### src/hdl/db_pkg.sv
`default_nettype none

package db_pkg;

    // ====================
    // Sizes
    // ====================
    localparam int db_size   = 256;
    localparam int key_wid   = $clog2(db_size);
    localparam int value_wid = 32;

    // Update queue geometry
    localparam int upd_depth   = 4;
    localparam int upd_ptr_wid = $clog2(upd_depth);
    localparam int upd_cnt_wid = $clog2(upd_depth + 1);

    // ====================
    // Types
    // ====================
    typedef logic [key_wid-1:0]   key_t;
    typedef logic [value_wid-1:0] value_t;

    // Control port commands
    typedef enum logic [2:0] {
        CMD_GET     = 3'd0,
        CMD_SET     = 3'd1,
        CMD_UNSET   = 3'd2,
        CMD_REPLACE = 3'd3,
        CMD_CLEAR   = 3'd4
    } db_cmd_t;

    // Controller states
    typedef enum logic [2:0] {
        ST_INIT  = 3'd0,
        ST_IDLE  = 3'd1,
        ST_READ  = 3'd2,
        ST_RESP  = 3'd3,
        ST_SWEEP = 3'd4
    } ctrl_state_t;

endpackage

`default_nettype wire

### src/hdl/db_update_fifo.sv
`default_nettype none
`timescale 1ns/1ps

module db_update_fifo (
    input  logic            clk,
    input  logic            arst_n,
    // Write side
    input  logic            push,
    input  db_pkg::key_t    push_key,
    input  logic            push_valid,
    input  db_pkg::value_t  push_value,
    // Read side
    input  logic            pop,
    output db_pkg::key_t    head_key,
    output logic            head_valid,
    output db_pkg::value_t  head_value,
    output logic            not_empty,
    // Levels
    output logic            full,
    output logic            busy
);
    import db_pkg::*;

    key_t                   key_mem   [upd_depth];
    logic [upd_depth-1:0]   valid_mem;
    value_t                 value_mem [upd_depth];
    logic [upd_ptr_wid-1:0] wr_ptr;
    logic [upd_ptr_wid-1:0] rd_ptr;
    logic [upd_cnt_wid-1:0] count;

    // ====================
    // Pointers and count
    // ====================
    always_ff @(posedge clk or negedge arst_n) begin
        if (!arst_n) begin
            wr_ptr <= '0;
            rd_ptr <= '0;
            count  <= '0;
        end else begin
            if (push) begin
                wr_ptr <= wr_ptr + 1'b1;
            end
            if (pop) begin
                rd_ptr <= rd_ptr + 1'b1;
            end
            case ({push, pop})
                2'b10:   count <= count + 1'b1;
                2'b01:   count <= count - 1'b1;
                default: count <= count;
            endcase
        end
    end

    // Entry storage
    always_ff @(posedge clk) begin
        if (push) begin
            key_mem[wr_ptr]   <= push_key;
            valid_mem[wr_ptr] <= push_valid;
            value_mem[wr_ptr] <= push_value;
        end
    end

    assign head_key   = key_mem[rd_ptr];
    assign head_valid = valid_mem[rd_ptr];
    assign head_value = value_mem[rd_ptr];

    assign not_empty = (count != '0);
    assign full      = (count == upd_cnt_wid'(upd_depth));
    assign busy      = not_empty || pop;

    a_no_push_full : assert property (
        @(posedge clk) disable iff (!arst_n) push |-> !full
    );

    a_no_pop_empty : assert property (
        @(posedge clk) disable iff (!arst_n) pop |-> not_empty
    );

endmodule

`default_nettype wire

### config.mk
export PLATFORM = sky130hd
export DESIGN_NAME = db_update_fifo
export DESIGN_NICKNAME = d
export VERILOG_FILES = /design/src/hdl/db_pkg.sv /design/src/hdl/db_update_fifo.sv
export SDC_FILE = /design/constraint.sdc
export NUM_CORES = 1
export LEC_CHECK = 0
export ABC_AREA = 1
export BUFFER_PORTS_ARGS = -buffer_cell sky130_fd_sc_hd__buf_2
export CAP_MARGIN = 20
export CORE_MARGIN = 3
export CORE_UTILIZATION = 35
export CTS_CLUSTER_DIAMETER = 40
export DETAILED_ROUTE_END_ITERATION = 10
export HOLD_SLACK_MARGIN = 0.02
export PLACE_DENSITY = 0.63
export SYNTH_ARGS = -nofsm -noshare
export SYNTH_HDL_FRONTEND = slang
export SYNTH_SLANG_ARGS = --single-unit
### constraint.sdc
create_clock -name clk -period 2.6 [get_ports clk]
set_input_delay 0.26 -clock clk [delete_from_list [all_inputs] [get_ports clk]]
set_output_delay 0.26 -clock clk [all_outputs]
set_load 0.01 [all_outputs]
=== After elaboration in Yosys (flattened, before gate mapping) ===
Memory sizes are Yosys's and may differ from the RTL's.
Index checks and enable logic that the tools add are counted.

* Register bits: 11
* Bits in latches: 0
* Memory bits (writable): 160
* Memory bits (read-only): 0
* Bits of input ports: 45
* Output and inout bits: 44
* Memories kept: 2

* Add/subtract/negate cells: 4
* Multiply operators: 0
* Divide/modulo/power cells: 0
* $lt $le $gt $ge: 3
* Equal/unequal tests: 3
* Shift-type cells: 0
* Multiplexer cells: 8
* Bitwise operators: 0
* Reductions and logical operators: 4

{| class="wikitable"
|+ Memory list
! memory !! depth !! bits a word !! read ports !! clocked after Yosys merged registers in !! wr ports !! RTL line !! source
|-
| value_mem || 4 || 32 || 1 || 0 || 1 || db_update_fifo.sv:26 || <nowiki>value_t value_mem [upd_depth];</nowiki>
|-
| key_mem || 4 || 8 || 1 || 0 || 1 || db_update_fifo.sv:24 || <nowiki>key_t key_mem [upd_depth];</nowiki>
|}

{| class="wikitable"
|+ Operators by type and width
! operator !! count
|-
| < comparator 2 x 3 -> 1 bit (second input constant) || 2
|-
| case mux 3 bit (2 select lines) || 1
|-
| adder 2 x 1 -> 2 bit (second input constant) || 2
|-
| bitwise mux 4 bit || 1
|-
| 2-to-1 mux 1 bit || 4
|-
| adder 3 x 1 -> 3 bit (second input constant) || 1
|-
| equality test 3 bit (second input constant) || 1
|-
| nonzero test 3 bit || 1
|-
| subtractor 3 x 1 -> 3 bit (second input constant) || 1
|-
| binary-select mux 1 bit (select 2 bit) || 1
|-
| demux 1 bit (select 2 bit) || 1
|-
| equality test 2 x 1 -> 1 bit (second input constant) || 1
|-
| equality test 2 bit (second input constant) || 1
|-
| >= comparator 2 x 1 -> 1 bit (second input constant) || 1
|-
| nonzero test 2 bit || 1
|-
| logical AND 1 bit || 1
|-
| logical OR 1 bit || 1
|}

=== Depth between registers and ports, before layout ===
* Word-level depth: 5
* Gate-level depth with buffers: 9
* Mapped depth without buffers: 8

=== Worst setup path after synthesis ===
No wires, ideal clock.

* Path type: reg-to-reg
* From: reg wr_ptr[0]
* To: mem key_mem[2][0] (netlist name), enable pin
* Library setup time: 0.396 ns
* Arrival: 1.480 ns
* Data required time: 2.204 ns
* Setup slack: 0.724 ns
* Stages on the path, launching flop included: 5
* Path buffers: 0
* Cells stage by stage: dfrtp_1 > inv_1 > ha_1 > nand2_1 > inv_1

{| class="wikitable"
|+ RTL lines
! item !! RTL line !! source
|-
| start, declared || db_update_fifo.sv:27 || <nowiki>logic [upd_ptr_wid-1:0] wr_ptr;</nowiki>
|-
| start signal, assigned || db_update_fifo.sv:41 || <nowiki>wr_ptr <= wr_ptr + 1'b1;</nowiki>
|-
| end, declared || db_update_fifo.sv:24 ||
|}

No word-level cell before the write port.

=== Worst setup path after layout ===
* From: reg rd_ptr[0]
* To: out head_valid

* Word-level cells in the longest chain between the ends: 2

{| class="wikitable"
|+ Ends and longest elaborated chain
! item !! RTL line !! source
|-
| start, declared || db_update_fifo.sv:28 || <nowiki>logic [upd_ptr_wid-1:0] rd_ptr;</nowiki>
|-
| start signal, assigned || db_update_fifo.sv:44 || <nowiki>rd_ptr <= rd_ptr + 1'b1;</nowiki>
|-
| binary-select mux 1 bit (select 2 bit) || db_update_fifo.sv:64 || <nowiki>assign head_valid = valid_mem[rd_ptr];</nowiki>
|-
| 2-to-1 mux 1 bit (implied by the code) || db_update_fifo.sv:64 ||
|-
| end, declared || db_update_fifo.sv:15 || <nowiki>output logic head_valid,</nowiki>
|}

Every way passes these cells. The select of a mux whose other input is x is not followed.

==> impl_results.md <==
* YS warnings at 0
* Xor and xnor area share after synthesis at 0.499%
* CTS max path bufs at 2
* Pleak at 3.53 nW
* Worst Hold Slack at 50.6 ps
* CTS Sinks at 171
* Cell family with most CP delay: flip-flops
* Nets@finish at 748
* Pre-Repair DR Iteration Count at 5
* Placed cell count at 942
* Routed wire per std cell at 13.2 µm
* Top cell type's share of synthesized area at 70.2%
* Post-synth EDFFs at 164
* CTS Hold Bufs at 1
* Bufs and invs on worst path at 2
* Total Neg Setup Slack at 0 ps
* Tmin final at 2250 ps
* Max Transition Viols Final at 0
* Fraction of the mapped netlist area in adder cells at 1.18%
* Worst vdd ir at 0.560 mV
* Most common cell in the netlist: nand2_1
* Share of flip-flops with an asynchronous set or reset at 4.09%
* Clock buffer count from CTS at 17
* Kind of critical path: reg2out
* Least-Margin Pin Slew at 565 ps
* R2R cell count at 5
* Seq/Total Area, Yosys at 72.7%
* Slowest CP cell: dfrtp_4
* Clk_skew at 6.60 ps
* Final wirelength at 12900 µm
* Layout cells sized above 1 at 19.0%
* Synth Register Bits at 171
* Mux cell area share after synthesis at 0%
* Finished Core Util at 42.9%
* Unique masters post-synth at 19
* Vias in the first global route at 4043
* CTS tree: built
* Worst setup margin at 346 ps
* Top post-synthesis cells by area: edfxtp_1, nand2_1, inv_1
* Post-route DRC at 0
* PortBufs at 88
* CTS clk-pin slew, worst paths at 70 ps
* Starting Density at 35.8%
* IO Pins at 89
* Max Cap Viol at 0
* Hold Crit Depth at 1
* Post-DP HPWL at 7740 µm
* Top cells by count, synth: nand2_1, edfxtp_1, inv_1
* Die W at 148 µm
* CP peak stage delay at 800 ps
* Htree depth at 4
* First-pass GRT wire length at 20800 µm
* Top_reg_cell synth: edfxtp_1
* CP cell instances: buf_12 -> nor2_1 -> nor2_1 -> nand2_1 -> nand2_1 -> buf_2
* Unrepaired setup endpoints after global routing: no
* Max-slew headroom at 62.3%
* Vias per cell at 4.29
* Multi-input gate area at 1430 µm²
* WP data required at 2340 ps
* DR vias at 4186
* CP Launch Type: flop
* Initial antenna violation count at 2
* Net Count, Synth at 659
* Cts repair resizes at 0
* Post-Syn Area at 7020 µm²
* Tcrit/Tclk final at 86.7%
* PwrDens at 1120 nW/µm²
* Fmax at 444 MHz
* Fill count at 1824
* Core box area at 19600 µm²
* Iter 0 DRT Violations at 243
* Syn Inst Count at 608
* Final Hold Vio Count at 0
* Number of stages on the worst setup path at 6
* Synthesized area per cell at 11.5 µm²
* ANT nets after route at 0
* FF+latch area at 5100 µm²
* CTS root buffer: clkbuf_16
* Post-CTS Setup Bufs at 0
* Area growth syn-to-layout at 19.7%
* Final setup violation count at 0
* Row cnt at 51
* Arr. time, crit path at 1990 ps
* Compound-Gate Fraction of Synth Area at 4.53%
* Dpl ws at 750 ps
* Worst Path Max Fanout at 62
* Reg-to-reg setup timing slack at 930 ps
* Largest net degree at the start of global routing at 63
* Largest family of logic cells by synthesized area: simple AND/OR/NAND/NOR gates
* Outcome: completed
* Post-synth top area cell: edfxtp_1
* Total gr overflow at 0
* Setup crit end kind: output pin
* Total GRT Usage at 12.4%
* HP Class: in2reg
* GPL Wtd Cong at 0.715
* Die height at 148 µm
* Fin cells at 976
* Post-Synth Simple-Gate Area at 14.2%
* Clk_lat worst skew at 410 ps
* Die ar. at 21800 µm²
-- registers in the layout, summed over array words and instances (netlist names) --
name,cells
count,3
wr_ptr,2
valid_mem,4
rd_ptr,2
value_mem,128
key_mem,32
-- area by class of cell --
| class | count | area share [%] |
|---|---|---|
| sequential | 171 | 60.8 |
| multi-input combinational | 316 | 17.0 |
| timing repair buffer | 97 | 7.12 |
| clock buffer | 17 | 5.07 |
| inverter | 94 | 4.20 |
| tap | 265 | 3.95 |
| clock inverter | 15 | 1.83 |
| antenna | 1 | 0.0298 |
-- metrics by stage --
stage | instance area (µm²) | power [mW]
global placement | 7810 | 7.03
finish | 8400 | 9.40
floorplan | 7020 | 5.92
detailed placement | 7810 | 7.10
global route | 8400 | 10.1
CTS | 8400 | 9.58
-- path summary, 6_finish.rpt --
kind	from	to
worst max-delay path	rd_ptr[0]$_DFFE_PN0P_	head_valid
worst min-delay path	push_value[17]	value_mem[3][17]$_DFFE_PP_
worst max register to register	wr_ptr[0]$_DFFE_PN0P_	value_mem[0][8]$_DFFE_PP_
worst min register to register	count[2]$_DFFE_PN0P_	count[2]$_DFFE_PN0P_
max in group asynchronous	arst_n	rd_ptr[0]$_DFFE_PN0P_
min in group asynchronous	arst_n	count[0]$_DFFE_PN0P_
-- power breakdown --
| group | total (mW) | internal, mW | switching, mW |
|---|---|---|---|
| registers | 3.87 | 3.61 | 0.264 |
| clock network | 2.46 | 1.36 | 1.11 |
| logic | 3.06 | 1.13 | 1.93 |
| total | 9.40 | 6.10 | 3.30 |
-- placed cells by master (no fill, tap or decap), types with 2 or more instances in the layout --
| master | n |
|---|---|
| inv_1 | 89 |
| dfrtp_1 | 6 |
| nor2_1 | 81 |
| o211ai_1 | 41 |
| nand2_1 | 178 |
| inv_2 | 5 |
| xor2_1 | 3 |
| buf_2 | 88 |
| edfxtp_1 | 164 |
| clkinv_4 | 2 |
| clkbuf_16 | 17 |
| inv_8 | 3 |
| buf_12 | 7 |
| o21ai_0 | 2 |
| inv_6 | 6 |
| clkinvlp_4 | 2 |
| ha_1 | 5 |
-- layer usage --
| layer | GRT usage, % | vias to the layer above | part of all wire [%] | wire, µm |
|---|---|---|---|---|
| met5 | 0 | - | 0.070 | 9 |
| met4 | 5.22 | 2 | 1.5 | 189 |
| met3 | 3.22 | 12 | 4.4 | 569 |
| met2 | 21.2 | 81 | 51 | 6540 |
| met1 | 15.0 | 1926 | 43 | 5580 |
| li1 | - | 2165 | - | - |
-- logic make-up after synthesis --
kind of cell               Yosys count
and+or+nand+nor                    263
xor gates and xnor gates             4
buffers and inverters              121
AOI/OAI and AO/OA                   43
adders and majority gates            6
DFF                                171
(Power assumes the default switching activity.)
