==> src/hdl/db_pkg.sv <==
`default_nettype none

package db_pkg;

    // ====================
    // Sizes
    // ====================
    localparam int db_size   = 256;
    localparam int key_wid   = $clog2(db_size);
    localparam int value_wid = 32;

    // Update queue geometry
    localparam int upd_depth   = 4;
    localparam int upd_ptr_wid = $clog2(upd_depth);
    localparam int upd_cnt_wid = $clog2(upd_depth + 1);

    // ====================
    // Types
    // ====================
    typedef logic [key_wid-1:0]   key_t;
    typedef logic [value_wid-1:0] value_t;

    // Control port commands
    typedef enum logic [2:0] {
        CMD_GET     = 3'd0,
        CMD_SET     = 3'd1,
        CMD_UNSET   = 3'd2,
        CMD_REPLACE = 3'd3,
        CMD_CLEAR   = 3'd4
    } db_cmd_t;

    // Controller states
    typedef enum logic [2:0] {
        ST_INIT  = 3'd0,
        ST_IDLE  = 3'd1,
        ST_READ  = 3'd2,
        ST_RESP  = 3'd3,
        ST_SWEEP = 3'd4
    } ctrl_state_t;

endpackage

`default_nettype wire

==> src/hdl/db_ctrl_fsm.sv <==
`default_nettype none
`timescale 1ns/1ps

module db_ctrl_fsm (
    input  logic             clk,
    input  logic             arst_n,
    // Control port
    input  logic             ctrl_req,
    input  db_pkg::db_cmd_t  ctrl_cmd,
    input  db_pkg::key_t     ctrl_key,
    input  db_pkg::value_t   ctrl_value,
    output logic             ctrl_ready,
    output logic             ctrl_done,
    output logic             ctrl_rsp_valid,
    output db_pkg::value_t   ctrl_rsp_value,
    output logic             init_done,
    // Store port A
    output db_pkg::key_t     a_addr,
    output logic             a_wr,
    output logic             a_wvalid,
    output db_pkg::value_t   a_wvalue,
    input  logic             a_rvalid,
    input  db_pkg::value_t   a_rvalue,
    // Update queue head
    input  db_pkg::key_t     head_key,
    input  logic             head_valid,
    input  db_pkg::value_t   head_value,
    input  logic             not_empty,
    output logic             pop,
    // Clear sweep
    output logic             sweep_start,
    input  logic             sweep_busy
);
    import db_pkg::*;

    ctrl_state_t state;
    ctrl_state_t state_nxt;
    db_cmd_t     cmd_q;
    key_t        key_q;
    value_t      value_q;
    logic        accept;
    logic        drain;
    logic        sweep_end;

    // Control port wins over the update queue
    assign accept    = (state == ST_IDLE) && ctrl_req;
    assign drain     = (state == ST_IDLE) && !ctrl_req && not_empty;
    assign sweep_end = (state == ST_SWEEP) && !sweep_busy;

    // ====================
    // State machine
    // ====================
    always_comb begin
        state_nxt = state;
        case (state)
            ST_INIT: begin
                state_nxt = ST_SWEEP;
            end
            ST_IDLE: begin
                if (ctrl_req) begin
                    state_nxt = (ctrl_cmd == CMD_CLEAR) ? ST_SWEEP : ST_READ;
                end
            end
            ST_READ: begin
                state_nxt = ST_RESP;
            end
            ST_RESP: begin
                state_nxt = ST_IDLE;
            end
            ST_SWEEP: begin
                if (!sweep_busy) begin
                    state_nxt = ST_IDLE;
                end
            end
            default: begin
                state_nxt = ST_INIT;
            end
        endcase
    end

    always_ff @(posedge clk or negedge arst_n) begin
        if (!arst_n) begin
            state     <= ST_INIT;
            cmd_q     <= CMD_GET;
            init_done <= 1'b0;
        end else begin
            state <= state_nxt;
            if (accept) begin
                cmd_q <= ctrl_cmd;
            end
            if (sweep_end) begin
                init_done <= 1'b1;
            end
        end
    end

    // Command operands
    always_ff @(posedge clk) begin
        if (accept) begin
            key_q   <= ctrl_key;
            value_q <= ctrl_value;
        end
    end

    // ====================
    // Port A source select
    // ====================
    always_comb begin
        a_addr   = key_q;
        a_wr     = 1'b0;
        a_wvalid = 1'b0;
        a_wvalue = '0;
        if (drain) begin
            a_addr   = head_key;
            a_wr     = 1'b1;
            a_wvalid = head_valid;
            a_wvalue = head_value;
        end else if (state == ST_RESP) begin
            case (cmd_q)
                CMD_SET, CMD_REPLACE: begin
                    a_wr     = 1'b1;
                    a_wvalid = 1'b1;
                    a_wvalue = value_q;
                end
                // Entry back to invalid and zero
                CMD_UNSET: begin
                    a_wr = 1'b1;
                end
                default: begin
                    a_wr = 1'b0;
                end
            endcase
        end
    end

    assign pop         = drain;
    assign sweep_start = (state == ST_INIT) || (accept && (ctrl_cmd == CMD_CLEAR));

    // Responses are zero after a clear
    assign ctrl_ready     = (state == ST_IDLE);
    assign ctrl_done      = (state == ST_RESP) || (sweep_end && init_done);
    assign ctrl_rsp_valid = (state == ST_RESP) && a_rvalid;
    assign ctrl_rsp_value = (state == ST_RESP) ? a_rvalue : '0;

    a_req_when_ready : assert property (
        @(posedge clk) disable iff (!arst_n) ctrl_req |-> ctrl_ready
    );

endmodule

`default_nettype wire

==> config.mk <==
export PLATFORM = sky130hd
export DESIGN_NAME = db_ctrl_fsm
export DESIGN_NICKNAME = d
export VERILOG_FILES = /design/src/hdl/db_pkg.sv /design/src/hdl/db_ctrl_fsm.sv
export SDC_FILE = /design/constraint.sdc
export NUM_CORES = 1
export LEC_CHECK = 0
export ABC_CLOCK_PERIOD_IN_PS = 6800
export BUFFER_PORTS_ARGS = -buffer_cell sky130_fd_sc_hd__buf_2
export CORE_MARGIN = 2
export CORE_UTILIZATION = 41
export CTS_CLUSTER_SIZE = 10
export DETAILED_ROUTE_END_ITERATION = 12
export GPL_ROUTABILITY_DRIVEN = 0
export PLACE_DENSITY = 0.86
export SLEW_MARGIN = 25
export SYNTH_ARGS = -nofsm -noshare
export SYNTH_HDL_FRONTEND = slang
export SYNTH_SLANG_ARGS = --single-unit
==> constraint.sdc <==
create_clock -name clk -period 6.8 [get_ports clk]
set_clock_uncertainty 0.15 [all_clocks]
set_input_delay 0.34 -clock clk [delete_from_list [all_inputs] [get_ports clk]]
set_output_delay 0.34 -clock clk [all_outputs]
set_load 0.01 [all_outputs]
# Yosys cells after proc, flatten, opt, wreduce, memory -nomap -nowiden
# Cells that the tools add are included.
# totals
ff_bits	47
ram_bits	0
mem_bits_ro	0
input_bits	122
memories	0
latch_bits	0
out_inout_bits	80
# op_classes
bitwise_logic	0
n_div	0
n_reduce_logical	15
muxes	15
magnitude_cmp	0
n_addsub	0
eq_ne	10
mul	0
n_shift	0
# op_table
op	count
32-bit 2-to-1 mux	4
3-bit one-hot mux with 5 select lines	1
3-bit by 2-bit equality test with 1-bit output (second input constant)	4
3-bit 2-to-1 mux	3
8-bit 2-to-1 mux	1
1-bit logical AND	7
3-bit by 1-bit equality test with 1-bit output (second input constant)	2
3-bit equality test (second input constant)	2
1-bit 2-to-1 mux	6
2-bit inequality test (second input constant)	2
3-bit zero test	1
3-bit OR reduction	1
1-bit zero test	2
1-bit logical OR	2
2-bit AND reduction	1
2-bit OR reduction	1

# Depth between registers and ports, before layout
# Gate-level depths: netlist of the first run.
# depth
depth_word	5
ltp_mapped	7
mapped_depth_nobuf	3

# Worst setup path before layout of the first run
# No wires, ideal clock.
# synth_timing
path_kind	register to output
from	register state[1]
to	output port sweep_start
path_slack_ns	3.966
arrival_ns	2.344
stages_incl_launch_ff	6
path_cell_list	dfrtp_1 buf_2 and4bb_2 clkbuf_1 nand2_1 o31ai_1
# synth_via
elab_chain_len	4
# synth_lines
element	line	rtl
from (decl)	db_ctrl_fsm.sv:36	ctrl_state_t state;
from (signal assigned)	db_ctrl_fsm.sv:87	state <= state_nxt;
3-bit by 1-bit equality test with 1-bit output	db_ctrl_fsm.sv:46	assign accept = (state == ST_IDLE) && ctrl_req;
1-bit logical AND	db_ctrl_fsm.sv:46	
via accept	db_ctrl_fsm.sv:41	logic accept;
1-bit logical AND	db_ctrl_fsm.sv:137	assign sweep_start = (state == ST_INIT) || (accept && (ctrl_cmd == CMD_CLEAR));
1-bit logical OR	db_ctrl_fsm.sv:137	
to (decl)	db_ctrl_fsm.sv:31	output logic sweep_start,
# The timed path passes the listed nets, and every way through them passes these cells.

# Final worst setup path of the first run
# layout_timing
from	register state[1]
to	output port a_wvalue[12]
# layout_via
elab_chain_len	4
# layout_lines
element	line	rtl
3-bit by 1-bit equality test with 1-bit output	db_ctrl_fsm.sv:47	assign drain = (state == ST_IDLE) && !ctrl_req && not_empty;
1-bit logical AND (2 in series)	db_ctrl_fsm.sv:47	
32-bit 2-to-1 mux (*)	db_ctrl_fsm.sv:113	if (drain) begin
to (decl)	db_ctrl_fsm.sv:21	output db_pkg::value_t a_wvalue,
# Every way passes the cells marked *; elsewhere a longest branch is shown, timed or not.

==> impl_metrics.ini, run 1 <==
[die]
fp.coreArea_sq_um = 5439
initial_core_util_pct = 42.08
die_y_microns = 78.71
std_cell_rows = 27
die_area_sq_um = 6195
die_w_microns = 78.71
io_pins = 202

[sta]
fmax_ghz = 0.3422
min_period_over_period_pct = 42.97
worst_pin_slew_ns = 0.8130
finalCriticalPeriod_ns = 2.922
drv_slew = 0
finalSetupTns_ns = 0
slew_headroom_pct = 45.80
hold_violations = 0
hold_ws_ns = 0.06468
rsz0062_at_grt = no
setup_violations = 0

[logic_synthesis]
yosysTopAreaCellShare_pct = 52.49
synthArstFlopShare_pct = 14.89
synthTopCellsByArea = edfxtp_1 (52%), a22o_1 (12%), and2_1 (9.0%)
yosysWarningCount = 0
ys_types = 27
yosys.area.top_type = edfxtp_1
synth_edf_count = 40
syn_nets = 285
synthMostInstantiatedCell = edfxtp_1
syn-cell-area_sq_um = 2288
avgSynthCellArea_sq_um = 14.04
yosys-top-cells-count = edfxtp_1 (40), and2_1 (33), a22o_1 (32), dfrtp_1 (7)
synth_seq_cells = 47
synth_flop_cell = edfxtp_1
synthCells = 163
yosysSeqAreaShare_pct = 60.14

[clocking]
cts_max_path_buffers = 2
clk_latency_ns = 0.29
cts-buffers-inserted = 5
cts_max_level = 2
clkTransAtPathRegs_ns = 0.09
cts.sinks = 47
cts_resized = 0
cts_tree = built
cts_root_buf = clkbuf_8

[setup_path]
cp_max_fo = 36
cp_slowest_cell = and3b_1
reg2reg_slack_ns = 4.84
worstPathCellList = and3b_1 -> and3_4 -> a22o_1 -> buf_2
criticalPathCategory = register to output pin
cpPeakStageDelay_ns = 0.75
cp_data_arrival_time_ns = 2.43
critPathRequiredTime_ns = 6.31
worst_r2r_path_depth = 2
endpoint_kind = output pin
start_kind = register

[final_layout]
syn2layout_area_growth_pct = 47.51
drive_gt1_share_pct = 62.29
design_area_sq_um = 3376
n_antenna_cell = 0
finalNetCount = 479
fin_cells = 430
fill_cells = 445

[grt]
grt_first_pass_wirelength_microns = 8362
grt_max_degree = 45
grt_remaining_overflow = 0
grt_usage_pct = 17.64
grt_pass1_vias = 1857
antenna_found_initial = 0

[power_and_ir_drop]
peakVddDrop_mv = 0.1287
power_density_nw_per_um2 = 213.6
leakagePower_nw = 1.741

[drt]
routed_via_density = 4.693
drtIter0Drc = 59
ant_nets = 0
via_count = 2018
drt-wirelength-per-cell_microns = 13.75
drt_wl_total_microns = 5913
drc = 0
dr.pass1.iters = 6

[outcome]
run_status = complete, no violations

[placed_design]
port-buffer-count = 201
dp.cells = 421
dpl_cell_area_sq_um = 3277
dp_hpwl_microns = 4670

[job]
cap_violations = 0

[min_path]
hp-class = input port to register
whs_path_depth = 1
[worst max-delay path, delay by kind of cell, from the launching register on]
kind | cells | cell delay [ns]
buffers and inverters | 1 | 0.14
AO/OA/AOI/OAI | 1 | 0.21
flip-flops | 1 | 0.50
AND/OR/NAND/NOR | 2 | 1.28
[report_power, final]
group	internal (W)	switching (W)
logic	0.0000913	0.0000844
registers	0.000361	0.0000255
clock network	0.0000720	0.0000870
[routing by layer]
metal	vias to the layer above	global-route usage [%]	wire length [microns]
li1	993	-	-
met1	894	18.22	2061
met2	122	34.10	3177
met3	9	4.773	589
met4	0	5.789	85
met5	-	0	0
[final timing paths]
| kind | to | from |
|---|---|---|
| max | a_wvalue[12] | state[1] |
| max reg2reg | cmd_q[0] | state[1] |
| min | value_q[28] | ctrl_value[28] |
| min reg2reg | init_done | init_done |
| min in group asynchronous | init_done | arst_n |
| max in group asynchronous | cmd_q[0] | arst_n |
[final cells by class]
type	count	area (sq um)	share of cell area [%]
sequential	47	1376	40.77
timing repair buffer	203	1023	30.32
multi-input combinational	98	793.3	23.50
tap	72	90.09	2.669
clock buffer	6	72.57	2.150
clock inverter	2	12.51	0.3706
inverter	2	7.507	0.2224
[per-stage QoR]
| stage | total power (W) | setup slack [ns] | util, % |
|---|---|---|---|
| 2_1_floorplan | 0.0004921 | 3.966 | - |
| 3_3_place_gp | 0.0005606 | 4.289 | 60.25 |
| 3_5_place_dp | 0.0005694 | 4.163 | 60.25 |
| 4_1_cts | 0.0007283 | 3.816 | 62.00 |
| 5_1_grt | 0.0007593 | 3.632 | 62.07 |
| 6_report | 0.0007210 | 3.878 | 62.07 |
[kinds of logic after synthesis]
kind of cell	after synthesis	share of synthesized area, %
multiplexers	11	6.233
AO/OA/AOI/OAI	40	14.65
AND/OR/NAND/NOR	47	13.61
flip-flops	47	60.14
buffers and inverters	18	5.358
[repair_timing]
item	4_1_cts	5_1_grt
setup buffers	0	0
endpoints found under the hold margin	7	0
hold buffers	1	0
[cells in the final DEF, fill, tap and decap left out, drive strengths merged]
cell and count:
a21o 2, a21oi 2, a22o 32, and2 33, and3 2, and3b 1
and4bb 1, buf 202, clkbuf 6, clkinv 2, dfrtp 7, dlygate4sd3 1
edfxtp 40, inv 2, mux2 11, nand2 2, nand2b 2, nor2b 1
nor3b 3, o211ai 1, o21bai 1, o31ai 2, or2 1, or3 1
[sequential cells by signal (all words and copies together), names as in the netlist]
register   flops
state          3
key_q          8
value_q       32
init_done      1
cmd_q          3
Note: power is estimated with default switching activity, not from simulation.
==> run 2, diff against run 1 <==
--- a/config.mk
+++ b/config.mk
@@ -5,14 +5,14 @@
 export SDC_FILE = /design/constraint.sdc
 export NUM_CORES = 1
 export LEC_CHECK = 0
-export ABC_CLOCK_PERIOD_IN_PS = 6800
+export ABC_CLOCK_PERIOD_IN_PS = 2730
 export BUFFER_PORTS_ARGS = -buffer_cell sky130_fd_sc_hd__buf_2
 export CORE_MARGIN = 2
-export CORE_UTILIZATION = 41
+export CORE_UTILIZATION = 38
 export CTS_CLUSTER_SIZE = 10
 export DETAILED_ROUTE_END_ITERATION = 12
 export GPL_ROUTABILITY_DRIVEN = 0
-export PLACE_DENSITY = 0.86
+export PLACE_DENSITY = 0.81
 export SLEW_MARGIN = 25
 export SYNTH_ARGS = -nofsm -noshare
 export SYNTH_HDL_FRONTEND = slang
==> constraint.sdc (replaced) <==
create_clock -name clk -period 2.73 [get_ports clk]
set_clock_uncertainty 0.15 [all_clocks]
set_input_delay 0.1365 -clock clk [delete_from_list [all_inputs] [get_ports clk]]
set_output_delay 0.1365 -clock clk [all_outputs]
set_load 0.01 [all_outputs]
==> run 2 against run 1 <==
Against the previous run: register-to-register slack worse by 4.0 ns; largest power group unchanged; power grew to 2.6 times the previous value; highest routed layer unchanged; combinational power grew to 2.8 times the previous value; hold slack worse by 0.018 ns; cell area is 14% higher; critical path type unchanged.
==> impl_metrics.ini, run 2 (synthesized netlist as in run 1, its figures left out) <==
[grt]
antenna_found_initial = 0
met3_usage_pct = 4.396
grt_usage_pct = 17.23
grt_max_degree = 36
met2_usage_pct = 33.03
grt_first_pass_wirelength_microns = 8597
busiest_layer = met2
grt_pass1_vias = 1952
grt_remaining_overflow = 0
use_met1_pct = 18.17

[drt]
drt_wl_total_microns = 6228
drt-wirelength-per-cell_microns = 13.03
drtIter0Drc = 61
routed_via_density = 4.573
ant_nets = 0
dr.pass1.iters = 4
via_count = 2186
drc = 0

[job]
cap_violations = 0

[sta]
hold_violations = 0
finalSetupTns_ns = 0
min_period_over_period_pct = 89.62
worst_pin_slew_ns = 0.5212
slew_headroom_pct = 65.25
rsz0062_at_grt = no
fmax_ghz = 0.4087
fin_ws_ns = 0.2833
drv_slew = 0
setup_violations = 0
finalCriticalPeriod_ns = 2.447

[power_and_ir_drop]
p_total_w = 0.001859
power_density_nw_per_um2 = 482.9
peakVddDrop_mv = 0.3930
leakagePower_nw = 1.939

[final_layout]
n_antenna_cell = 0
seqCellArea_sq_um = 1376
largest_reg_flops = 32
final_common_cell = buf_2
top_register = value_q
final_cell_mix = buf_2 (201), dlygate4sd3_1 (44), edfxtp_1 (40), and2_1 (33), a22o_1 (32)
postLayoutCoreUtil_pct = 65.39
finalNetCount = 524
top_regs = value_q: 32 flops, key_q: 8 flops
fin_cells = 478
drive_gt1_share_pct = 56.33
fill_cells = 445
multiInputGateArea_sq_um = 790.8
syn2layout_area_growth_pct = 68.18

[setup_path]
cp_max_fo = 25
r2r_start = state[1]
cp_slowest_cell = dfrtp_1
cp_data_arrival_time_ns = 2.16
critPathRequiredTime_ns = 2.44
criticalPathCategory = register to output pin
endpoint_kind = output pin
worstPathCellList = nor3b_2 -> and3_2 -> buf_12 -> mux2_2 -> buf_2
cp-startpoint = state[1]
start_kind = register
cpPeakStageDelay_ns = 0.47

[clocking]
cts_max_path_buffers = 2
clk_latency_ns = 0.29
cts_resized = 0
cts_root_buf = clkbuf_8
post_cts_buffers = 0
cts_max_level = 2
cts.sinks = 47
cts_tree = built
clkTransAtPathRegs_ns = 0.08
cts-buffers-inserted = 5

[die]
die_y_microns = 81.60
fp.coreArea_sq_um = 5886
die_area_sq_um = 6659
std_cell_rows = 28
die_w_microns = 81.60
initial_core_util_pct = 38.88
io_pins = 202

[placed_design]
post-place-ws_ns = 0.6133
dp_hpwl_microns = 4565
dp.cells = 426
port-buffer-count = 201

[min_path]
hp-class = input port to asynchronous set/reset pin

[outcome]
run_status = complete, no violations
run 2: timing repair:
action | CTS | global route
endpoints found under the hold margin | 50 | 0
endpoints found under the setup margin | 0 | 0
hold buffers | 44 | 0
run 2: stage by stage:
step	hold slack, ns	cell area [sq um]
floorplan	-0.3091	2288
global placement	-0.1782	3322
detailed placement	-0.1754	3322
CTS	0.02673	3849
global route	0.04971	3849
finish	0.04709	3849
run 2: routing by layer:
metal	vias up	routed length (microns)	share of wire (%)
met2	103	3321	53
met1	987	2297	37
met4	0	90	1.4
met3	9	519	8.3
li1	1087	-	-
met5	-	0	0
run 2: critical path: cells and delay by family (launching register included):
family,cells,cell delay [ns]
muxes,1,0.34
buffers and inverters,2,0.37
DFF,1,0.47
and+or+nand+nor,2,0.68
run 2: power by group:
group	total, W	internal (W)	leakage (nW)	switching, W
registers	0.000961	0.000898	0.446	0.0000633
clock network	0.000400	0.000181	0.0452	0.000219
logic	0.000498	0.000279	1.45	0.000219
run 2: worst paths after layout:
path | end | slack (ns) | cells after the start
setup / recovery | a_addr[7] | 0.28 | 5
hold / removal | cmd_q[1] | 0.05 | 2
setup reg to reg | key_q[1] | 0.87 | 2
hold reg to reg | init_done | 0.36 | 1
max in group asynchronous | state[2] | 2.22 | 2
min in group clk | state[1] | 0.05 | 4
run 2: layout make-up:
class | instances | share of cell area, %
repair buffers | 248 | 38.82
flip-flops and latches | 47 | 35.76
multi-input cells | 98 | 20.55
well taps | 75 | 2.438
clock buffers | 6 | 1.886
clock inverters | 2 | 0.3576
inverters | 2 | 0.1951
