`src/hdl/db_pkg.sv`:
```
`default_nettype none

package db_pkg;

    // ====================
    // Sizes
    // ====================
    localparam int db_size   = 256;
    localparam int key_wid   = $clog2(db_size);
    localparam int value_wid = 32;

    // Update queue geometry
    localparam int upd_depth   = 4;
    localparam int upd_ptr_wid = $clog2(upd_depth);
    localparam int upd_cnt_wid = $clog2(upd_depth + 1);

    // ====================
    // Types
    // ====================
    typedef logic [key_wid-1:0]   key_t;
    typedef logic [value_wid-1:0] value_t;

    // Control port commands
    typedef enum logic [2:0] {
        CMD_GET     = 3'd0,
        CMD_SET     = 3'd1,
        CMD_UNSET   = 3'd2,
        CMD_REPLACE = 3'd3,
        CMD_CLEAR   = 3'd4
    } db_cmd_t;

    // Controller states
    typedef enum logic [2:0] {
        ST_INIT  = 3'd0,
        ST_IDLE  = 3'd1,
        ST_READ  = 3'd2,
        ST_RESP  = 3'd3,
        ST_SWEEP = 3'd4
    } ctrl_state_t;

endpackage

`default_nettype wire

```
`src/hdl/db_query_pipe.sv`:
```
`default_nettype none
`timescale 1ns/1ps

module db_query_pipe (
    input  logic            clk,
    input  logic            arst_n,
    // Application query
    input  logic            qry_req,
    input  db_pkg::key_t    qry_key,
    output logic            qry_done,
    output logic            qry_valid,
    output db_pkg::value_t  qry_value,
    // Store port B
    output db_pkg::key_t    b_addr,
    input  logic            b_rvalid,
    input  db_pkg::value_t  b_rvalue,
    // Port A write snoop
    input  logic            a_wr,
    input  db_pkg::key_t    a_addr,
    input  logic            a_wvalid,
    input  db_pkg::value_t  a_wvalue
);
    import db_pkg::*;

    logic   s1_req;
    logic   s1_hit;
    logic   s1_wvalid;
    value_t s1_wvalue;

    // ====================
    // Stage 1
    // ====================
    assign b_addr = qry_key;

    always_ff @(posedge clk or negedge arst_n) begin
        if (!arst_n) begin
            s1_req <= 1'b0;
            s1_hit <= 1'b0;
        end else begin
            s1_req <= qry_req;
            // Write lands on the same edge as the array read
            s1_hit <= qry_req && a_wr && (a_addr == qry_key);
        end
    end

    always_ff @(posedge clk) begin
        s1_wvalid <= a_wvalid;
        s1_wvalue <= a_wvalue;
    end

    // ====================
    // Stage 2
    // ====================
    always_ff @(posedge clk or negedge arst_n) begin
        if (!arst_n) begin
            qry_done <= 1'b0;
        end else begin
            qry_done <= s1_req;
        end
    end

    always_ff @(posedge clk) begin
        qry_valid <= s1_hit ? s1_wvalid : b_rvalid;
        qry_value <= s1_hit ? s1_wvalue : b_rvalue;
    end

endmodule

`default_nettype wire

```
`config.mk`:
```
export PLATFORM = sky130hd
export DESIGN_NAME = db_query_pipe
export DESIGN_NICKNAME = d
export VERILOG_FILES = /design/src/hdl/db_pkg.sv /design/src/hdl/db_query_pipe.sv
export SDC_FILE = /design/constraint.sdc
export NUM_CORES = 1
export LEC_CHECK = 0
export CORE_ASPECT_RATIO = 1.5
export CORE_MARGIN = 2
export CORE_UTILIZATION = 60
export DETAILED_ROUTE_END_ITERATION = 10
export DONT_BUFFER_PORTS = 1
export PLACE_DENSITY = 0.87
export SYNTH_ARGS = -nofsm -noshare
export SYNTH_HDL_FRONTEND = slang
export SYNTH_SLANG_ARGS = --single-unit
export TNS_END_PERCENT = 30
```
`constraint.sdc`:
```
create_clock -name clk -period 1.15 [get_ports clk]
set_input_delay 0.115 -clock clk [delete_from_list [all_inputs] [get_ports clk]]
set_output_delay 0.115 -clock clk [all_outputs]
set_load 0.05 [all_outputs]
```
======== Word level (Yosys, flattened, before mapping) ========
Cells that the tools add are included.
storage, ports and cells
  register bits after elaboration ......... 69
  output and inout port bits .............. 42
operators by class
  eq/ne operators ......................... 1
  muxes and demuxes ....................... 2
  reductions and logical operators ........ 2
operator list
  kind                 count
  $mux W32             1
  $eq A8 B8 Y1         1
  $logic_and A1 B1 Y1  2
  $mux W1              1

======== Longest topological paths before layout ========
Gate-level depths: netlist (run 1).
  depth after elaboration ................. 2
  mapped depth ............................ 3
  gate-level depth less buffers ........... 3

======== Worst setup path after synthesis (run 1) ========
No wires, ideal clock.
  kind .................................... register to register
  start ................................... register s1_hit
  end ..................................... register qry_valid
  setup time .............................. 121 ps
  arrival ................................. 911 ps
  data required time ...................... 1,029 ps
  path slack .............................. 118 ps
  stages on the path, launching flop included .. 4
  buffers on the path ..................... 2
  period minus slack after synthesis ...... 1,032 ps
  cells stage by stage .................... dfrtp_1 buf_6 buf_12 mux2_4
between the ends
  cells in the longest elaborated chain, start to end .. 1
RTL lines
  what                    RTL line             source
  from (decl)             db_query_pipe.sv:26  logic s1_hit;
  from (signal assigned)  db_query_pipe.sv:42  s1_hit <= qry_req && a_wr && (a_addr == qry_key);
  $mux W1                 db_query_pipe.sv:63  qry_valid <= s1_hit ? s1_wvalid : b_rvalid;
  to (signal assigned)    db_query_pipe.sv:63
  to (decl)               db_query_pipe.sv:11  output logic qry_valid,
No other way between the ends.

======== Final worst setup path (run 1) ========
  start ................................... register s1_hit
  end ..................................... register qry_value[20]
between the ends
  cells in the longest elaborated chain, start to end .. 1
RTL lines
  what                  RTL line             source
  $mux W32              db_query_pipe.sv:64  qry_value <= s1_hit ? s1_wvalue : b_rvalue;
  to (signal assigned)  db_query_pipe.sv:64
  to (decl)             db_query_pipe.sv:12  output db_pkg::value_t qry_value,
No other way between the ends.

==> flow_metrics.tcl, run 1 <==
set metrics [dict create \
    ys_warn_count 0 \
    power_frac_clock_pct 35.2 \
    synth_top_area_cell "dfxtp_1" \
    slew_violations 0 \
    dp.cells 158 \
    grt_pass1_vias 1526 \
    ys_seq_area_share_pct 66.4 \
    wirelength_mm 5.25 \
    crit_type "reg2reg" \
    status "complete, but fails checks" \
    final_core_util_pct 89.8 \
    hold_path_class "in2reg" \
    p_switching_mw 1.18 \
    slew_headroom_pct 64.9 \
    rsz0062_at_grt "no" \
    tightest_slew_ns 0.525 \
    endpoint_kind "flip-flop" \
    clkTransAtPathRegs_ns 0.07 \
    cts_buffer_depth 2 \
    fin_nets 293 \
    grtUsageTotal_pct 28.3 \
    synth_top_area_share_pct 62.8 \
    gp_congestion 0.766 \
    num_vias 1233 \
    pwr-share-seq_pct 57.5 \
    worst_clock_skew_ns 0.00768 \
    io_pins 128 \
    avgViaCountPerCell 4.85 \
    grt_overflow_total 0 \
    postCtsResizedCells 0 \
    netlist_top_cells_count "dfxtp_1, mux2_4, buf_4, xnor2_1" \
    grt_max_degree 17 \
    power_density_nw_per_um2 1610 \
    hold_violations 1 \
    p_leak_nw 1.26 \
    p_int_mw 3.70 \
    htreeDepth 3 \
    cp.arrival_ns 1.31 \
    io_buffers 0 \
    switching_share_pct 24.1 \
    synth-main-ff-cell "dfxtp_1" \
    worst_hold_slack_ns -0.00520 \
    drcViolationCount 0 \
    synth_nets 212 \
    cp.required_ns 1.36 \
    peakVddDrop_mv 1.39 \
    drt_pass1_iterations 2 \
    timing.final.crit_period_ns 1.10 \
    layoutNonFillerInstCount 254 \
    ys_ff_latch 69 \
    synth_area_leaders "dfxtp_1, mux2_4, dfrtp_1" \
    finalSetupTns_ns 0 \
    die_height_um 76.5 \
    synth.avg_cell_area_um2 16.7 \
    worstSetupStartpointType "flip-flop" \
    wire_per_inst_um 20.7 \
    coreArea_um2 3380 \
    layout-drive-gt1-share_pct 22.6 \
    area_growth_pct 44.4 \
    pre_cts_slack_ns 0.0655 \
    comb_power_share_pct 7.4 \
    post_cts_buffers 0 \
    insertion_delay_ns 0.33 \
    antenna_found_initial 0 \
    async_reset_ff_share_pct 4.35 \
    numCtsBuffers 9 \
    maxCapViolations 0 \
    start_util_pct 62.2 \
    ant_nets 0 \
    syn_area_um2 2100 \
    critPathMaxFanout 16 \
    cts_tree "done" \
    setup_violations 0 \
    violations "negative hold slack" \
    cts_root_buf "clkbuf_8" \
    synth_cells 126 \
    ys_types 11 \
    synth_edf_count 0 \
    cts.sinks 69 \
    yosysMostFrequentCell "dfxtp_1" \
    drtIter0Drc 19 \
    timing.final.crit_share_pct 95.9 \
    placementRows 26 \
    antenna_cells 0 \
    dieWidth_um 52.3 \
    fmax_ghz 0.907 \
    grt_first_pass_wirelength_mm 7.73 \
    setup_slack_ns 0.0469 \
    die_area_um2 4000 \
]
==> stage by stage <==
step | power (mW) | cell area, um2
global route | 5.05 | 3040
finish | 4.88 | 3040
CTS | 4.86 | 3040
global placement | 2.96 | 2070
detailed placement | 2.98 | 2070
floorplan | 3.02 | 2100
==> worst max-delay path: stages, from the launching register on <==
cell and delay [ns]:
dfrtp_2 0.46, buf_12 0.21, mux2_4 0.32
==> repair_timing <==
| item | 4_1_cts | 5_1_grt |
|---|---|---|
| hold buffers | 80 | 0 |
| setup endpoints to repair | 0 | 0 |
| endpoints found under the hold margin | 71 | 0 |
==> area by class of cell <==
| type | instances | area, um2 |
|---|---|---|
| clock inverter | 1 | 5.00 |
| tap | 42 | 52.6 |
| multi-input combinational | 45 | 576 |
| sequential | 69 | 1400 |
| fill | 137 | 345 |
| clock buffer | 15 | 166 |
| timing repair buffer | 82 | 841 |
==> placed cells by master (no fill, tap or decap) <==
cell type       n
dfrtp_2         1
nor3_1          1
mux2_4         30
dfxtp_1        66
dlygate4sd3_1  80
nand3_1         2
clkinv_2        1
buf_12          2
clkbuf_8       11
clkbuf_1        4
xnor2_1         8
dfrtp_1         2
mux2_2          3
nand4_1         1
==> sequential cells by signal, summed over array words and instances (netlist names) <==
register,count
qry_done,1
qry_valid,1
qry_value,32
s1_hit,1
s1_req,1
s1_wvalid,1
s1_wvalue,32
==> power by group through the flow <==
stage          Sequential (mW)  Combinational (mW)  Clock (mW)
2_1_floorplan             2.83               0.187           0
6_report                  2.80               0.359        1.71
3_3_place_gp              2.84               0.117           0
3_5_place_dp              2.85               0.122           0
5_1_grt                   2.81               0.383        1.86
4_1_cts                   2.80               0.347        1.71
==> routing by layer <==
layer / part of all wire [%] / wire [um] / vias up / GRT usage (%)
li1: - / - / 570 / -
met1: 33 / 1740 / 566 / 26.5
met2: 57 / 2980 / 82 / 51.9
met3: 6.6 / 344 / 15 / 7.45
met4: 3.4 / 179 / 0 / 15.4
met5: 0 / 0 / - / 0
==> final timing paths <==
check / startpoint / to / slack [ns] / depth (start not counted)
setup / recovery: s1_hit / qry_value[20] / 0.05 / 2
hold / removal: qry_key[2] / s1_hit / -0.005 / 3
setup reg to reg: s1_hit / qry_value[20] / 0.05 / 2
hold reg to reg: s1_req / qry_done / 0.39 / 0
max in group asynchronous: arst_n / s1_hit / 0.93 / 1
min in group asynchronous: arst_n / qry_done / 0.05 / 1
==> kinds of logic after synthesis <==
family                    count (synthesis)  synth area share, %
DFF                                      69                 66.4
muxes                                    33                 23.0
buffers and inverters                    12                 6.25
xor gates and xnor gates                  8                 3.33
and+or+nand+nor                           4                 1.01
Power figures use the tool's default switching activity.
==> run 2: changes to the inputs <==
- clock period: 1.15 -> 1.3 ns (I/O delays scaled with it)
==> run 2 against run 1 <==
Effect of this change: the flow now finishes without violations; via count increased by 1.2%; core utilization decreased by 2.0 points; non-clock buffer count decreased by 10; clock-buffer cell count decreased by 3; clock skew increased by 0.0015 ns; sequential share of layout area increased by 1.1 points.
==> flow_metrics.tcl, run 2 (same netlist as run 1, synthesis figures left out) <==
set metrics [dict create \
    wire_per_inst_um 20.8 \
    tightest_slew_ns 0.520 \
    top_regs "qry_value x32, s1_wvalue x32" \
    hold_path_class "in2async" \
    peakVddDrop_mv 1.14 \
    setup_violations 0 \
    dp.final_hpwl_mm 2.73 \
    timing.final.crit_period_ns 1.24 \
    start_util_pct 62.2 \
    insertion_delay_ns 0.33 \
    reg2reg_slack_ns 0.20 \
    timing.critical_path.buf_inv 2 \
    cts.sinks 69 \
    regArea_um2 1400 \
    cpLargestDelayFamily "buffers and inverters" \
    dp.cells 158 \
    final_common_cell "dlygate4sd3_1" \
    grt_overflow_total 0 \
    grt_first_pass_wirelength_mm 7.31 \
    htreeDepth 3 \
    multi_input_area_um2 576 \
    r2r-start "s1_hit" \
    cpPeakStageDelay_ns 0.57 \
    antenna_cells 0 \
    crit_type "in2reg" \
    timing.final.crit_share_pct 95.5 \
    num_vias 1248 \
    dieWidth_um 52.3 \
    hold_buffers 70 \
    wirelength_mm 5.07 \
    layoutNonFillerInstCount 244 \
    setup_slack_ns 0.0591 \
    cts_buffer_depth 2 \
    coreArea_um2 3380 \
    cp.arrival_ns 1.50 \
    final_cell_mix "dlygate4sd3_1, dfxtp_1, mux2_4" \
    worst_clock_skew_ns 0.00921 \
    io_pins 128 \
    fmax_ghz 0.806 \
    die_height_um 76.5 \
    num-fill-cells 160 \
    io_buffers 0 \
    drt_pass1_iterations 4 \
    p_leak_nw 1.24 \
    r2r.worst_path.cells 2 \
    pre_cts_slack_ns 0.230 \
    slew_headroom_pct 65.3 \
    avgViaCountPerCell 5.11 \
    endpoint_kind "flip-flop" \
    critPathMaxFanout 2 \
    die_area_um2 4000 \
    post_cts_buffers 0 \
    power_density_nw_per_um2 1520 \
    numCtsBuffers 9 \
    placementRows 26 \
    postCtsResizedCells 0 \
    crit_chain "dlygate4sd3_1, nand3_1, nor3_1, dlygate4sd3_1" \
    drcViolationCount 0 \
    cts_root_buf "clkbuf_8" \
    worstSetupStartpointType "input port" \
    layout-drive-gt1-share_pct 25.2 \
    grtUsageTotal_pct 26.7 \
    clkTransAtPathRegs_ns 0.08 \
    drtIter0Drc 15 \
    finalSetupTns_ns 0 \
    area_growth_pct 41.2 \
    critical_path.most_common_cell "dlygate4sd3_1" \
    slew_violations 0 \
    maxCapViolations 0 \
    slowest_stage "dlygate4sd3_1" \
    grt_max_degree 20 \
    gp_congestion 0.730 \
    antenna_found_initial 0 \
    fin_nets 283 \
    reg2reg_to "qry_value[31]" \
    cts_tree "done" \
    final_core_util_pct 87.8 \
    cp.required_ns 1.56 \
    hold_violations 0 \
    status "finished clean" \
    ant_nets 0 \
    rsz0062_at_grt "no" \
    grt_pass1_vias 1461 \
]
## run 2: changes by cell type in the layout (fill, tap and decap cells not counted), sizes merged
cell / change
bufinv: +1
clkbuf: -3
clkinv: +1
clkinvlp: +1
dlygate4sd3: -10
## run 2: per-layer routing
metal | GRT usage, % | routed length, um
met1 | 21.8 | 1480
met2 | 50.1 | 3000
met3 | 8.04 | 365
met5 | 0 | 0
met4 | 17.2 | 234
## run 2: final cells by class
cell class	count	share of cell area (%)
Multi-Input combinational cell	45	19.4
Sequential cell	69	47.1
Clock buffer	12	5.23
Tap cell	42	1.77
Clock inverter	4	1.60
Timing Repair Buffer	72	24.9
## run 2: worst max-delay path by stage
stage            start  slack [ns]            end  depth (start not counted)
6_report       qry_req        0.06         s1_hit                          4
4_1_cts        qry_req        0.13         s1_hit                          4
3_3_place_gp    s1_hit        0.26  qry_value[30]                          2
2_1_floorplan   s1_hit        0.27      qry_valid                          3
3_5_place_dp    s1_hit        0.23  qry_value[29]                          2
5_1_grt        qry_req       0.003         s1_hit                          4
## run 2: through the flow
step	area, um2	hold WS (ns)	power, mW
after floorplan	2100	-0.166	2.67
after global placement	2070	-0.166	2.62
after detailed placement	2070	-0.165	2.63
after CTS	2970	0.0368	4.50
after global routing	2970	0.0487	4.67
final	2970	0.0558	4.52
## run 2: worst reg2reg max path: stages, from the launching register on
cell     delay [ns]
dfrtp_2        0.42
buf_12         0.20
mux2_2         0.37
## run 2: where the power goes
part | switching (mW) | leakage, nW | total, mW | internal (mW)
Clock | 0.766 | 0.102 | 1.75 | 0.986
Sequential | 0.247 | 0.593 | 2.48 | 2.23
Combinational | 0.0675 | 0.544 | 0.291 | 0.223
==> run 3: changes to the inputs <==
- CORE_UTILIZATION: 60 -> 64
- PLACE_DENSITY: 0.87 -> 0.91
==> run 3 against run 2 <==
Effect of this change: area after synthesis stayed put; the run now fails in clock tree synthesis (4_1_cts); synthesized cell count stayed put.
==> flow_metrics.tcl, run 3 <==
set metrics [dict create \
    status "stopped before the end" \
    stop_stage "clock tree synthesis (4_1_cts)" \
    error_line "[ERROR DPL-0033] detailed placement checks failed during check placement." \
    io_pins 128 \
    ys_warn_count 0 \
    ys_ff_latch 69 \
    synth_cells 126 \
    io_buffers 0 \
    synth-main-ff-cell "dfxtp_1" \
    synth.avg_cell_area_um2 16.7 \
    start_util_pct 66.6 \
    post_cts_buffers 0 \
    die_height_um 74.2 \
    netlist_top_cells_count "dfxtp_1, mux2_4, buf_4, xnor2_1" \
    numCtsBuffers 9 \
    async_reset_ff_share_pct 4.35 \
    syn_area_um2 2100 \
    ys_types 11 \
    dpl_cell_area_um2 2060 \
    dp.final_hpwl_mm 2.66 \
    gp_congestion 0.706 \
    htreeDepth 3 \
    cts_root_buf "clkbuf_8" \
    synth_area_leaders "dfxtp_1, mux2_4, dfrtp_1" \
    synth_top_area_cell "dfxtp_1" \
    yosysMostFrequentCell "dfxtp_1" \
    placementRows 25 \
    postCtsResizedCells 0 \
    ys_seq_area_share_pct 66.4 \
    cts_buffer_depth 2 \
    hold_buffers 83 \
    cts.sinks 69 \
    synth_top_area_share_pct 62.8 \
    synth_nets 212 \
    synth_edf_count 0 \
    dieWidth_um 50.8 \
]
[run 3: kinds of logic after synthesis]
| family | after synthesis | synth area share (%) |
|---|---|---|
| flops | 69 | 66.4 |
| mux | 33 | 23.0 |
| buf+inv | 12 | 6.25 |
| xor+xnor | 8 | 3.33 |
| simple gates | 4 | 1.01 |
[run 3: through the flow]
| step | std cells | worst slack [ns] |
|---|---|---|
| 3_3_place_gp | 156 | 0.273 |
| 3_5_place_dp | 156 | 0.247 |
| 2_1_floorplan | 126 | 0.268 |
==> run 4: changes to the inputs <==
- CORE_ASPECT_RATIO: 1.5 -> default
- CORE_UTILIZATION: 64 -> 40
- PLACE_DENSITY: 0.91 -> default
- PLACE_DENSITY_LB_ADDON: default -> 0.15
==> run 4 against run 3 <==
Effect of this change: the flow now finishes without violations.
==> flow_metrics.tcl, run 4 (same netlist as run 1, synthesis figures left out) <==
set metrics [dict create \
    status "finished clean" \
    multi_input_area_um2 581 \
    antenna_cells 0 \
    timing.final.crit_share_pct 88.5 \
    reg2reg_to "qry_value[30]" \
    r2r-start "s1_hit" \
    crit_type "in2reg" \
    dp.final_hpwl_mm 2.47 \
    critical_path.most_common_cell "dlygate4sd3_1" \
    drtIter0Drc 10 \
    numCtsBuffers 9 \
    layoutNonFillerInstCount 284 \
    endpoint_kind "flip-flop" \
    placementRows 26 \
    grt_first_pass_wirelength_mm 6.82 \
    htreeDepth 3 \
    gp_congestion 0.630 \
    start_util_pct 41.4 \
    hold_violations 0 \
    hold_end "s1_hit" \
    dp.cells 186 \
    final_cell_mix "dlygate4sd3_1, dfxtp_1, mux2_4" \
    die_area_um2 5850 \
    top_regs "qry_value x32, s1_wvalue x32" \
    tightest_slew_ns 0.513 \
    avgViaCountPerCell 4.31 \
    crit_chain "dlygate4sd3_1, nand3_1, dlygate4sd3_1, nor3_2" \
    final_common_cell "dlygate4sd3_1" \
    io_buffers 0 \
    timing.final.crit_period_ns 1.15 \
    finalSetupTns_ns 0 \
    maxCapViolations 0 \
    worst_clock_skew_ns 0.00674 \
    die_height_um 76.5 \
    coreArea_um2 5070 \
    cts_root_buf "clkbuf_8" \
    setup_violations 0 \
    num-fill-cells 408 \
    rsz0062_at_grt "no" \
    grt_pass1_vias 1335 \
    fin_nets 295 \
    dieWidth_um 76.5 \
    power_density_nw_per_um2 1460 \
    worstSetupStartpointType "input port" \
    slowest_stage "dlygate4sd3_1" \
    drt_pass1_iterations 3 \
    wirelength_mm 4.23 \
    slew_violations 0 \
    area_growth_pct 48.6 \
    grt_overflow_total 0 \
    layout-drive-gt1-share_pct 24.3 \
    hold_depth 3 \
    reg2reg_slack_ns 0.17 \
    cpPeakStageDelay_ns 0.56 \
    worstHoldStart "qry_key[3]" \
    clkTransAtPathRegs_ns 0.07 \
    ant_nets 0 \
    worst_hold_slack_ns 0.0144 \
    drcViolationCount 0 \
    cts.sinks 69 \
    wire_per_inst_um 14.9 \
    num_vias 1223 \
    slew_headroom_pct 65.8 \
    cts_buffer_depth 2 \
    grtUsageTotal_pct 16.0 \
    final_core_util_pct 61.6 \
    regArea_um2 1400 \
    antenna_found_initial 0 \
    hold_path_class "in2reg" \
    p_leak_nw 1.29 \
    peakVddDrop_mv 0.638 \
    fmax_ghz 0.869 \
    io_pins 128 \
    grt_max_degree 21 \
    insertion_delay_ns 0.33 \
    cts_tree "done" \
    r2r.worst_path.cells 2 \
    cp.required_ns 1.55 \
    cp.arrival_ns 1.40 \
    critPathMaxFanout 2 \
]
[run 4: cell type report]
type | instances | area share, %
clock buffers | 13 | 5.40
clock inverters | 3 | 1.36
multi-input cells | 45 | 18.6
flip-flops and latches | 69 | 44.7
well taps | 70 | 2.80
repair buffers | 84 | 27.1
[run 4: report_power, final]
| group | internal, mW | total, mW | leakage [nW] | switching (mW) |
|---|---|---|---|---|
| Sequential | 2.23 | 2.47 | 0.593 | 0.241 |
| Combinational | 0.248 | 0.312 | 0.587 | 0.0640 |
| Clock | 1.04 | 1.78 | 0.106 | 0.742 |
| Total | 3.52 | 4.56 | 1.29 | 1.05 |
[run 4: worst max path at each step]
stage,startpoint,to,slack (ns),cells past startpoint
finish,qry_req,s1_hit,0.15,4
global route,qry_req,s1_hit,0.04,4
CTS,qry_req,s1_hit,0.12,4
detailed placement,s1_hit,qry_value[30],0.18,2
global placement,s1_hit,qry_value[31],0.21,2
floorplan,s1_hit,qry_valid,0.27,3
[run 4: what timing repair did]
action / in CTS / in global routing
hold buffers: 82 / 0
gates resized for setup: 0 / 1
endpoints found under the setup margin: 0 / 1
buffers inserted: 0 / 0
hold endpoints to repair: 71 / 0
[run 4: worst max-delay path: cells and delay by family]
kind / cells / cell delay (ns)
simple gates: 2 / 0.17
buf+inv: 2 / 1.10
[run 4: stage by stage]
| stage | instance area [um2] | setup slack [ns] | power (mW) |
|---|---|---|---|
| floorplan | 2100 | 0.268 | 2.67 |
| global placement | 2090 | 0.214 | 2.62 |
| detailed placement | 2090 | 0.181 | 2.63 |
| CTS | 3120 | 0.120 | 4.61 |
| global route | 3130 | 0.0407 | 4.76 |
| finish | 3130 | 0.150 | 4.56 |
[run 4: per-layer routing]
| layer | vias up | GRT usage [%] | share of wire, % |
|---|---|---|---|
| li1 | 574 | - | - |
| met1 | 566 | 15.2 | 34 |
| met2 | 70 | 29.0 | 57 |
| met3 | 13 | 5.81 | 6.5 |
| met4 | 0 | 10.0 | 3.0 |
| met5 | - | 0 | 0 |
